[config.mk]
export PLATFORM = sky130hd
export DESIGN_NAME = lsu_top
export DESIGN_NICKNAME = d
export VERILOG_FILES = /design/src/rtl/lsu_ops_pkg.sv /design/src/rtl/lsu_types_pkg.sv /design/src/rtl/lsu_finish_if.sv /design/src/rtl/lsu_access_if.sv /design/src/rtl/lsu_top.sv /design/src/rtl/lsu_result.sv /design/src/rtl/lsu_progress_ctrl.sv /design/src/rtl/lsu_decode.sv
export VERILOG_INCLUDE_DIRS = /design/src /design/src/rtl
export SDC_FILE = /design/constraint.sdc
export NUM_CORES = 1
export LEC_CHECK = 0
export ABC_AREA = 0
export BUFFER_PORTS_ARGS = -buffer_cell sky130_fd_sc_hd__buf_2
export CAP_MARGIN = 0
export CORE_MARGIN = 4
export CORE_UTILIZATION = 53
export DETAILED_ROUTE_END_ITERATION = 10
export PLACE_DENSITY = 0.79
export SLEW_MARGIN = 20
export SYNTH_ARGS = -nofsm -noshare
export SYNTH_HDL_FRONTEND = slang
export SYNTH_SLANG_ARGS = --single-unit
[constraint.sdc]
create_clock -name clk -period 5.2 [get_ports clk]
set_input_delay 1.04 -clock clk [delete_from_list [all_inputs] [get_ports clk]]
set_output_delay 1.04 -clock clk [all_outputs]
set_load 0.01 [all_outputs]
[src/rtl/lsu_config.svh]
// Load/store sequencer configuration
// Ack timeout limit and the address region codes
`ifndef LSU_CONFIG_SVH
`define LSU_CONFIG_SVH

// Cycles a strobe may stay high without an ack
`define LSU_ACK_LIMIT 15

// Compared against ADR[31:30]
`define LSU_REGION_IO 2'b01

// Compared against ADR[31:28]
`define LSU_REGION_CREG 4'b0010

`endif
[src/rtl/lsu_ops_pkg.sv]
// Load/store sequencer encodings
// Operations, address regions, access sizes and progress FSM states
`default_nettype none

package lsu_ops_pkg;

   // Command opcodes as seen on cmd_op
   typedef enum logic [2:0] {
      OP_LB  = 3'd0,
      OP_LBU = 3'd1,
      OP_LH  = 3'd2,
      OP_LHU = 3'd3,
      OP_LW  = 3'd4,
      OP_SB  = 3'd5,
      OP_SH  = 3'd6,
      OP_SW  = 3'd7
   } mem_op_e;

   // Region selected by the upper address bits
   typedef enum logic [1:0] {
      REG_SRAM = 2'd0,
      REG_IO   = 2'd1,
      REG_CREG = 2'd2,
      REG_NONE = 2'd3
   } region_e;

   typedef enum logic [1:0] {
      SZ_BYTE = 2'd0,
      SZ_HALF = 2'd1,
      SZ_WORD = 2'd2
   } size_e;

   // Progress control FSM
   typedef enum logic [1:0] {
      PC_IDLE = 2'd0,
      PC_BUS  = 2'd1,  // Strobe out, waiting for ack
      PC_FIN  = 2'd2   // Access finished, fin high
   } pctl_state_e;

endpackage

`default_nettype wire

[src/rtl/lsu_types_pkg.sv]
// Load/store sequencer data types
// Plain vector widths for the bus address, data word and byte selects
`default_nettype none

package lsu_types_pkg;

   // Byte address on the bus
   typedef logic [31:0] addr_t;

   // Data word, four byte lanes
   typedef logic [31:0] word_t;

   // One select bit per byte lane, bit 0 is the low lane
   typedef logic [3:0] sel_t;

   // Two low address bits, lane offset within a word
   typedef logic [1:0] lane_t;

endpackage

`default_nettype wire

[src/rtl/lsu_finish_if.sv]
// End of an access, handed from progress control to result
// Fields are valid with fin
`default_nettype none

interface lsu_finish_if;
   logic                   fin;     // One-cycle pulse
   logic                   err;
   lsu_types_pkg::word_t   rdat;    // DAT_I taken on the ack cycle
   lsu_types_pkg::sel_t    sel;
   lsu_ops_pkg::size_e     size;
   logic                   sign;
   lsu_types_pkg::lane_t   adr_lo;
   logic                   write;

   modport exe (output fin, err, rdat, sel, size, sign, adr_lo, write);
   modport res (input fin, err, rdat, sel, size, sign, adr_lo, write);
endinterface

`default_nettype wire

[src/rtl/lsu_access_if.sv]
// Decoded access, handed from decode to progress control
// Fields are valid in the cycle go is high
`default_nettype none

interface lsu_access_if;
   logic                   go;      // One-cycle pulse
   lsu_types_pkg::addr_t   adr;
   lsu_types_pkg::word_t   wdat;    // Store data, lanes replicated
   lsu_types_pkg::sel_t    sel;
   logic                   write;
   lsu_ops_pkg::region_e   region;
   logic                   bad;     // Misaligned or unmapped
   lsu_ops_pkg::size_e     size;
   logic                   sign;    // Load sign-extends

   modport dec (output go, adr, wdat, sel, write, region, bad, size, sign);
   modport exe (input go, adr, wdat, sel, write, region, bad, size, sign);
endinterface

`default_nettype wire

[src/rtl/lsu_top.sv]
// Load/store sequencer top level
// Decode, progress control and result stages behind plain ports
`default_nettype none

module lsu_top (
   input  logic                  clk,
   input  logic                  RST_I,
   input  logic                  cmd_stb,
   input  lsu_ops_pkg::mem_op_e  cmd_op,
   input  lsu_types_pkg::addr_t  cmd_adr,
   input  lsu_types_pkg::word_t  cmd_wdat,
   output lsu_types_pkg::addr_t  ADR_O,
   output lsu_types_pkg::word_t  DAT_O,
   output lsu_types_pkg::sel_t   SEL_O,
   output logic                  WE_O,
   output logic                  STB_O,
   output logic                  sram_stb,
   output logic                  ctrlreg_we,
   input  lsu_types_pkg::word_t  DAT_I,
   input  logic                  ACK_I,
   input  logic                  sram_ack,
   output logic                  done_stb,
   output lsu_types_pkg::word_t  done_rdat,
   output logic                  done_err,
   output logic                  busy
);
   lsu_access_if acc_if ();
   lsu_finish_if fin_if ();

   lsu_decode u_decode (
      .clk      (clk),
      .RST_I    (RST_I),
      .cmd_stb  (cmd_stb),
      .cmd_op   (cmd_op),
      .cmd_adr  (cmd_adr),
      .cmd_wdat (cmd_wdat),
      .busy     (busy),       // Fed back from progress control
      .acc      (acc_if.dec)
   );

   lsu_progress_ctrl u_progress (
      .clk        (clk),
      .RST_I      (RST_I),
      .acc        (acc_if.exe),
      .fin        (fin_if.exe),
      .ACK_I      (ACK_I),
      .sram_ack   (sram_ack),
      .DAT_I      (DAT_I),
      .ADR_O      (ADR_O),
      .DAT_O      (DAT_O),
      .SEL_O      (SEL_O),
      .WE_O       (WE_O),
      .STB_O      (STB_O),
      .sram_stb   (sram_stb),
      .ctrlreg_we (ctrlreg_we),
      .busy       (busy)
   );

   lsu_result u_result (
      .clk       (clk),
      .RST_I     (RST_I),
      .fin       (fin_if.res),
      .done_stb  (done_stb),
      .done_err  (done_err),
      .done_rdat (done_rdat)
   );

endmodule

`default_nettype wire

[src/rtl/lsu_result.sv]
// Load result alignment
// Moves the addressed lane down to bit 0, extends by size and sign,
// registers the outcome with a one-cycle done strobe
`default_nettype none

module lsu_result (
   input  logic                  clk,
   input  logic                  RST_I,
   lsu_finish_if.res             fin,
   output logic                  done_stb,
   output logic                  done_err,
   output lsu_types_pkg::word_t  done_rdat
);
   lsu_types_pkg::word_t masked;
   lsu_types_pkg::word_t shifted;
   lsu_types_pkg::word_t ext;

   // Drop lanes outside the access
   assign masked = fin.rdat & {{8{fin.sel[3]}}, {8{fin.sel[2]}},
                               {8{fin.sel[1]}}, {8{fin.sel[0]}}};
   assign shifted = masked >> {fin.adr_lo, 3'b000};

   always_comb begin
      case (fin.size)
         lsu_ops_pkg::SZ_BYTE: ext = {{24{fin.sign & shifted[7]}}, shifted[7:0]};
         lsu_ops_pkg::SZ_HALF: ext = {{16{fin.sign & shifted[15]}}, shifted[15:0]};
         default:              ext = shifted;
      endcase
   end

   always_ff @(posedge clk) begin
      if (RST_I) begin
         done_stb <= 1'b0;
         done_err <= 1'b0;
      end else begin
         done_stb <= fin.fin;
         done_err <= fin.fin & fin.err;
      end
   end

   // Stores and failed accesses return zero
   always_ff @(posedge clk) begin
      if (fin.fin)
         done_rdat <= (fin.write | fin.err) ? '0 : ext;
   end

   a_done_pulse: assert property (@(posedge clk) disable iff (RST_I)
      done_stb |=> !done_stb);

endmodule

`default_nettype wire

[src/rtl/lsu_progress_ctrl.sv]
// Bus progress control
// Raises the region strobe, holds it until its own ack or a timeout,
// pulses ctrlreg_we for control register writes and reports the end
`default_nettype none
`include "lsu_config.svh"

module lsu_progress_ctrl (
   input  logic                  clk,
   input  logic                  RST_I,
   lsu_access_if.exe             acc,
   lsu_finish_if.exe             fin,
   input  logic                  ACK_I,
   input  logic                  sram_ack,
   input  lsu_types_pkg::word_t  DAT_I,
   output lsu_types_pkg::addr_t  ADR_O,
   output lsu_types_pkg::word_t  DAT_O,
   output lsu_types_pkg::sel_t   SEL_O,
   output logic                  WE_O,
   output logic                  STB_O,
   output logic                  sram_stb,
   output logic                  ctrlreg_we,
   output logic                  busy
);
   localparam int CNT_W = $clog2(`LSU_ACK_LIMIT + 1);

   lsu_ops_pkg::pctl_state_e state;
   logic [CNT_W-1:0]         wait_cnt;   // Strobe cycles without ack
   logic                     ack_seen;
   logic                     time_out;
   logic                     launch;
   logic                     tail;       // Cycle of done_stb in result

   // Each strobe only listens to its own ack
   assign ack_seen = (STB_O & ACK_I) | (sram_stb & sram_ack);
   assign time_out = (wait_cnt == CNT_W'(`LSU_ACK_LIMIT - 1));
   assign launch   = acc.go & ~acc.bad;

   assign fin.fin = (state == lsu_ops_pkg::PC_FIN);
   assign busy    = acc.go | (state != lsu_ops_pkg::PC_IDLE) | tail;

   always_ff @(posedge clk) begin
      if (RST_I) begin
         state      <= lsu_ops_pkg::PC_IDLE;
         STB_O      <= 1'b0;
         sram_stb   <= 1'b0;
         WE_O       <= 1'b0;
         ctrlreg_we <= 1'b0;
         SEL_O      <= '0;
         wait_cnt   <= '0;
         fin.err    <= 1'b0;
         tail       <= 1'b0;
      end else begin
         ctrlreg_we <= 1'b0;                         // Single cycle pulse
         tail       <= (state == lsu_ops_pkg::PC_FIN);
         case (state)
            lsu_ops_pkg::PC_IDLE: begin
               if (acc.go) begin
                  fin.err  <= acc.bad;
                  wait_cnt <= '0;
                  if (acc.bad) begin
                     state <= lsu_ops_pkg::PC_FIN;   // No strobe at all
                  end else if (acc.region == lsu_ops_pkg::REG_CREG) begin
                     SEL_O      <= acc.sel;
                     ctrlreg_we <= acc.write;        // No bus cycle needed
                     state      <= lsu_ops_pkg::PC_FIN;
                  end else begin
                     SEL_O    <= acc.sel;
                     STB_O    <= (acc.region == lsu_ops_pkg::REG_IO);
                     sram_stb <= (acc.region == lsu_ops_pkg::REG_SRAM);
                     WE_O     <= acc.write;
                     state    <= lsu_ops_pkg::PC_BUS;
                  end
               end
            end
            lsu_ops_pkg::PC_BUS: begin
               if (ack_seen | time_out) begin
                  STB_O    <= 1'b0;
                  sram_stb <= 1'b0;
                  WE_O     <= 1'b0;
                  fin.err  <= ~ack_seen;             // Late ack still wins
                  state    <= lsu_ops_pkg::PC_FIN;
               end else begin
                  wait_cnt <= wait_cnt + 1'b1;
               end
            end
            lsu_ops_pkg::PC_FIN: state <= lsu_ops_pkg::PC_IDLE;
            default:             state <= lsu_ops_pkg::PC_IDLE;
         endcase
      end
   end

   // Bus address and store data
   always_ff @(posedge clk) begin
      if (launch) begin
         ADR_O <= acc.adr;
         DAT_O <= acc.wdat;
      end
   end

   // Access shape, passed on to result alignment
   always_ff @(posedge clk) begin
      if (acc.go) begin
         fin.sel    <= acc.sel;
         fin.size   <= acc.size;
         fin.sign   <= acc.sign;
         fin.adr_lo <= acc.adr[1:0];
         fin.write  <= acc.write;
      end
      if ((state == lsu_ops_pkg::PC_BUS) & ack_seen)
         fin.rdat <= DAT_I;                          // Read data on the ack edge
   end

   a_one_strobe: assert property (@(posedge clk) disable iff (RST_I)
      !(STB_O && sram_stb));

   a_sel_live: assert property (@(posedge clk) disable iff (RST_I)
      (STB_O || sram_stb) |-> (SEL_O != '0));

   // Register writes last exactly one cycle
   a_creg_pulse: assert property (@(posedge clk) disable iff (RST_I)
      ctrlreg_we |=> !ctrlreg_we);

endmodule

`default_nettype wire

[src/rtl/lsu_decode.sv]
// Load/store command decode
// Takes a command strobe when idle, classifies region and size,
// flags misaligned or unmapped accesses, builds selects and lane data
`default_nettype none
`include "lsu_config.svh"

module lsu_decode (
   input  logic                  clk,
   input  logic                  RST_I,
   input  logic                  cmd_stb,
   input  lsu_ops_pkg::mem_op_e  cmd_op,
   input  lsu_types_pkg::addr_t  cmd_adr,
   input  lsu_types_pkg::word_t  cmd_wdat,
   input  logic                  busy,
   lsu_access_if.dec             acc
);
   lsu_ops_pkg::size_e   size_c;
   lsu_ops_pkg::region_e region_c;
   lsu_types_pkg::sel_t  sel_c;
   lsu_types_pkg::word_t lane_c;
   logic                 sign_c;
   logic                 write_c;
   logic                 misalign;
   logic                 unmapped;
   logic                 accept;

   assign accept = cmd_stb & ~busy;  // Commands while busy are dropped

   // Opcode to size, sign and direction
   always_comb begin
      size_c  = lsu_ops_pkg::SZ_WORD;
      sign_c  = 1'b0;
      write_c = 1'b0;
      case (cmd_op)
         lsu_ops_pkg::OP_LB:  begin size_c = lsu_ops_pkg::SZ_BYTE; sign_c = 1'b1; end
         lsu_ops_pkg::OP_LBU: size_c = lsu_ops_pkg::SZ_BYTE;
         lsu_ops_pkg::OP_LH:  begin size_c = lsu_ops_pkg::SZ_HALF; sign_c = 1'b1; end
         lsu_ops_pkg::OP_LHU: size_c = lsu_ops_pkg::SZ_HALF;
         lsu_ops_pkg::OP_LW:  size_c = lsu_ops_pkg::SZ_WORD;
         lsu_ops_pkg::OP_SB:  begin size_c = lsu_ops_pkg::SZ_BYTE; write_c = 1'b1; end
         lsu_ops_pkg::OP_SH:  begin size_c = lsu_ops_pkg::SZ_HALF; write_c = 1'b1; end
         lsu_ops_pkg::OP_SW:  begin size_c = lsu_ops_pkg::SZ_WORD; write_c = 1'b1; end
         default: ;
      endcase
   end

   // Region from the top address bits, SRAM wins on bit 31
   always_comb begin
      if (cmd_adr[31])
         region_c = lsu_ops_pkg::REG_SRAM;
      else if (cmd_adr[31:30] == `LSU_REGION_IO)
         region_c = lsu_ops_pkg::REG_IO;
      else if (cmd_adr[31:28] == `LSU_REGION_CREG)
         region_c = lsu_ops_pkg::REG_CREG;
      else
         region_c = lsu_ops_pkg::REG_NONE;
   end

   // SW rule from the core, extended to halfwords
   assign misalign = ((size_c == lsu_ops_pkg::SZ_WORD) & (|cmd_adr[1:0]))
                   | ((size_c == lsu_ops_pkg::SZ_HALF) & cmd_adr[0]);
   // Control registers are write only, so loads there count as unmapped
   assign unmapped = (region_c == lsu_ops_pkg::REG_NONE)
                   | ((region_c == lsu_ops_pkg::REG_CREG) & ~write_c);

   // Byte selects and replicated store lanes
   always_comb begin
      case (size_c)
         lsu_ops_pkg::SZ_BYTE: begin
            sel_c  = 4'b0001 << cmd_adr[1:0];
            lane_c = {4{cmd_wdat[7:0]}};
         end
         lsu_ops_pkg::SZ_HALF: begin
            sel_c  = cmd_adr[1] ? 4'b1100 : 4'b0011;
            lane_c = {2{cmd_wdat[15:0]}};
         end
         default: begin
            sel_c  = 4'b1111;
            lane_c = cmd_wdat;
         end
      endcase
   end

   always_ff @(posedge clk) begin
      if (RST_I)
         acc.go <= 1'b0;
      else
         acc.go <= accept;
   end

   // Access fields, held until the next accepted command
   always_ff @(posedge clk) begin
      if (accept) begin
         acc.adr    <= cmd_adr;
         acc.wdat   <= lane_c;
         acc.sel    <= sel_c;
         acc.write  <= write_c;
         acc.region <= region_c;
         acc.bad    <= misalign | unmapped;
         acc.size   <= size_c;
         acc.sign   <= sign_c;
      end
   end

endmodule

`default_nettype wire

---- Word-level counts from Yosys, hierarchy flattened ----
Index checks and enable logic that the tools add are counted.
word-level totals
  output and inout bits ................... 107
  flip-flop bits (word level) ............. 231
cells by class
  reduce and logical (&&, ||, !) cells .... 19
  bitwise operators ....................... 27
  muxes and demuxes ....................... 34
  equal/unequal tests ..................... 24
  shift-type cells ........................ 2
  add/sub/neg operators ................... 1
operator list
  operator               count
  $pmux W32 S2           2
  $and A32 B32 Y32       1
  $shr A32 B5 Y32        1
  $pmux W4 S2            2
  $mux W1                15
  $eq A3 B3 Y1 const B   4
  $mux W2                6
  $mux W4                3
  $and A1 B1 Y1          11
  $eq A2 B1 Y1 const B   5
  $eq A2 B2 Y1 const B   5
  $reduce_and A3 Y1      3
  $reduce_or A3 Y1       3
  $logic_not A2 Y1       4
  $ne A2 B2 Y1 const B   4
  $or A1 B1 Y1           8
  $pmux W1 S2            4
  $not A1 Y1             7
  $eq A3 B2 Y1 const B   2
  $pmux W2 S3            1
  $reduce_or A2 Y1       3
  $reduce_and A5 Y1      1
  $reduce_or A5 Y1       1
  $add A4 B1 Y4 const B  1
  other kinds (9)        10

---- Logic depth before layout (Yosys ltp) ----
  depth in word-level cells ............... 8
  mapped depth ............................ 7
  mapped depth without buffers ............ 6

---- Cells and area by module ----
A second synthesis with hierarchy kept.
unflattened totals
  cell total of the unflattened synthesis .. 519
  area total of the unflattened synthesis .. 8662.1 µm²
by module, submodules not included
  module             instances  area an instance (µm²)  cells each
  lsu_progress_ctrl  1          4023.9                  205
  lsu_decode         1          2820.2                  143
  lsu_result         1          1818.0                  171

---- Worst setup path after synthesis ----
Ideal clock, no wire load.
  kind .................................... register to register
  start point ............................. register u_decode.acc.go
  end point ............................... register u_progress.ADR_O[0], enable pin
  arrival ................................. 3.504 ns
  library setup time ...................... 0.493 ns
  path buffers ............................ 0
  required time ........................... 4.707 ns
  path slack .............................. 1.203 ns
  cell stages (with the launch flop) ...... 2
  cell sequence ........................... dfxtp_1 > nor2b_1
on the way
  word-level cells in the longest chain between the ends .. 1
ends and longest elaborated chain
  element                      line                     text
  start, declared              lsu_access_if.sv:16      modport dec (output go, adr, wdat, sel, write, region, bad, size, sign);
  start signal, assigned       lsu_decode.sv:88         acc.go <= accept;
  $and A1 B1 Y1                lsu_progress_ctrl.sv:36  assign launch = acc.go & ~acc.bad;
  named net u_progress.launch  lsu_progress_ctrl.sv:30  logic launch;
  end signal, assigned         lsu_progress_ctrl.sv:95  ADR_O <= acc.adr;
  end, declared                lsu_progress_ctrl.sv:15  output lsu_types_pkg::addr_t ADR_O,
The timed path passes the listed nets, and every way through them passes these cells.
A chain may end at the register's enable or synchronous reset.

---- Worst setup path after layout ----
  start point ............................. register u_decode.acc.go
  end point ............................... output busy
on the way
  word-level cells in the longest chain between the ends .. 2
ends and longest elaborated chain
  element                     line                     text
  $or A1 B1 Y1 (2 in series)  lsu_progress_ctrl.sv:39  assign busy = acc.go | (state != lsu_ops_pkg::PC_IDLE) | tail;
  end, declared               lsu_top.sv:25            output logic busy
No other way between the ends.

==> results.md <==
- Final WL: between 15 and 20 mm
- Min Clock Period, post-route: approximately 2.7 ns
- DRT iter0 DRCs: ~500
- CP Max Fanout: 16
- Fmax: 375 MHz
- Starting Density: ~55%
- Routed vias: 5650
- CP Cell Sequence: nor4_1 > inv_1 > buf_2
- Synth unique cells: 57
- Area Growth Syn to Fin: 23.8%
- Postcts setup bufs: 0
- First-pass GRT wire length: between 20 and 30 mm
- Slew margin rel.: around 30%
- Hold Worst Slack: between 0.4 and 0.5 ns
- Final setup TNS: 0 ns
- Status: finished, final reports clean
- Initial antenna violation count: 1
- Hold Buf Count CTS: 0
- Met2 Resource Use GR: between 30% and 40%
- # setup viols final: 0
- Commonest non-fill, non-tap cell in the layout: edfxtp_1
- Crit path launch type: flip-flop
- Post-synth ARST share: 0%
- I/O Pins: between 200 and 250
- Actual slew at the worst max-slew pin: roughly 1.1 ns
- DRC: 0
- DR WL/cell: 19.1 µm
- RSZ-0062 raised after global routing: false
- Final Skew: approximately 0.0096 ns
- Max cap viols: 0
- Post-Syn Instances: around 570
- Synthesis Warnings: 0
- Slowest stage delay, CP: between 0.5 and 0.6 ns
- H-tree levels: 1
- Clk sinks: around 230
- Avg Inst Size Synth: roughly 15 µm²
- Core area: between 0.015 and 0.02 mm²
- Site Rows: 46
- Worst-Skew Late Latency: approximately 0.51 ns
- Mapped Area: between 0.008 and 0.009 mm²
- Worst-path clk slew: around 0.060 ns
- Busiest grt layer: met2
- Vias in the first global route: 5561
- Total Routing Usage GR: about a fifth
- Number of synthesized flops with an enable pin: approximately 210
- Pin count of the biggest net entering global routing: just under 80
- CTS Buf Count: 23
- Met1 GRT Util: ~25%
- DIE AREA: 0.0187 mm²
- Syn_nets: slightly below 700
- I/O Buffers: 210
- Nature of the critical path endpoint: output pin
- Critical-path top delay cell: dfxtp_1
- #FFs+latches synth: 231
- RePlAce Congestion: 0.894
- Crit Path Category: reg2out
- Final Hold Vio Count: 0
- CTS tree: yes
- First drt pass iteration count: 5
- Lkg Pwr: 0.00409 µW
- Share of cells above drive strength 1: between 30% and 40%
- Die Span Y: about 140 µm
- Max Buffers Root-to-Sink: 3
- Ys flop type: edfxtp_1
- M3 GR Usage: ~6.3%
- Nets: 890
- Die span in x: 137 µm
- Worst Hold Class: reg2reg
- Filler Cells Inserted: 1142
- Largest vdd supply drop: 0.377 mV
- DPL Wire Length: about 14 mm
- Max-slew violations: 0
- CTS root buf: clkbuf_16
- Final core utilization: 67.5%
- Data required, critical path: about 4.2 ns
- Routed Antenna Nets: 0
- Pwr/cell area: 383 mW/mm²
- Most frequent cells in the layout: 213 x edfxtp_1, 210 x buf_2, 53 x o21ai_0
- Register area share after synthesis: 77.1%
- Post-cts sizing count: 0
- Vias/cell: roughly 5.6
- Critical path buffer and inverter count: 2
- Grt total ovfl: 0
- Top delay family on crit path: flip-flops
- Critical Path AT: roughly 1.6 ns
- Tcrit/Tclk final: between 50% and 60%
cells in the mapped netlist, types with 2 or more instances:
cell      instances  area (µm²)
a211oi_1         12        90.1
a21o_1            8        60.1
a21oi_1          44         220
a31oi_1           2        12.5
a32o_1            7        70.1
and2_1            4        25.0
and3_1            2        12.5
and4b_1           2        20.0
buf_1             3        11.3
buf_2             6        30.0
clkbuf_1         19        71.3
dfxtp_1          18         360
edfxtp_1        213        6400
ha_1              2        25.0
inv_1            14        52.6
mux2_2            9         101
nand2_1          35         131
nand3_1          19        95.1
nand3b_1         16         120
nand4_1           2        12.5
nor2_1           30         113
nor2b_1           8        50.1
nor3_1            2        10.0
nor4_1            2        12.5
o21a_1            8        60.1
o21ai_0          53         265
o41ai_1           2        17.5
or3b_1            2        17.5
per-layer routing:
metal / wire (µm) / part of all wire (%)
met5: 7 / 0.036
met4: 528 / 2.7
met3: 2170 / 11
met2: 9680 / 50
met1: 7020 / 36
metrics by stage:
stage	total power (µW)	area, µm²	setup WS, ns	cells
finish	4150	10800	2.54	1018
detailed placement	2480	10000	2.33	973
floorplan	2370	8760	1.20	573
CTS	4170	10800	2.52	1015
global route	4300	10800	2.41	1017
global placement	2470	10000	2.44	973
sequential cells by signal, indices dropped and copies added, names as in the netlist, 2 cells and up:
signal	flops
u_decode.acc.adr	32
u_decode.acc.wdat	32
u_progress.ADR_O	32
u_progress.DAT_O	32
u_progress.fin.rdat	32
u_result.done_rdat	32
u_decode.acc.sel	4
u_progress.SEL_O	4
u_progress.fin.sel	4
u_progress.wait_cnt	4
u_decode.acc.region	2
u_decode.acc.size	2
u_progress.fin.adr_lo	2
u_progress.fin.size	2
u_progress.state	2
path summary, 6_finish.rpt:
path | startpoint | endpoint | slack, ns | cells after the start
worst min register to register | u_decode.acc.wdat[25] | u_progress.DAT_O[25] | 0.42 | 0
worst min-delay path | u_decode.acc.wdat[25] | u_progress.DAT_O[25] | 0.42 | 0
worst max register to register | u_progress.fin.adr_lo[1] | u_result.done_rdat[18] | 2.94 | 4
worst max-delay path | u_decode.acc.go | busy | 2.54 | 3
cell families after synthesis:
kind of cell / Yosys count / synth area share, %
muxes: 11 / 1.53
buffers and inverters: 44 / 2.01
DFF: 231 / 77.1
AOI/OAI and AO/OA: 149 / 10.6
adders and majority gates: 2 / 0.286
and+or+nand+nor: 135 / 8.40
xor gates and xnor gates: 1 / 0.100
layout make-up:
type | count | area [µm²] | share of cell area [%]
timing repair buffer | 215 | 1120 | 10.3
clock buffer | 28 | 634 | 5.85
antenna | 1 | 2.50 | 0.0231
clock inverter | 14 | 163 | 1.50
inverter | 15 | 56.3 | 0.519
sequential | 231 | 6760 | 62.3
tap | 216 | 270 | 2.49
multi-input combinational | 298 | 1840 | 17.0
power breakdown:
group | switching [µW] | internal, µW
logic | 161 | 98.7
clock network | 675 | 1020
registers | 44.7 | 2150
(Power assumes the default switching activity.)
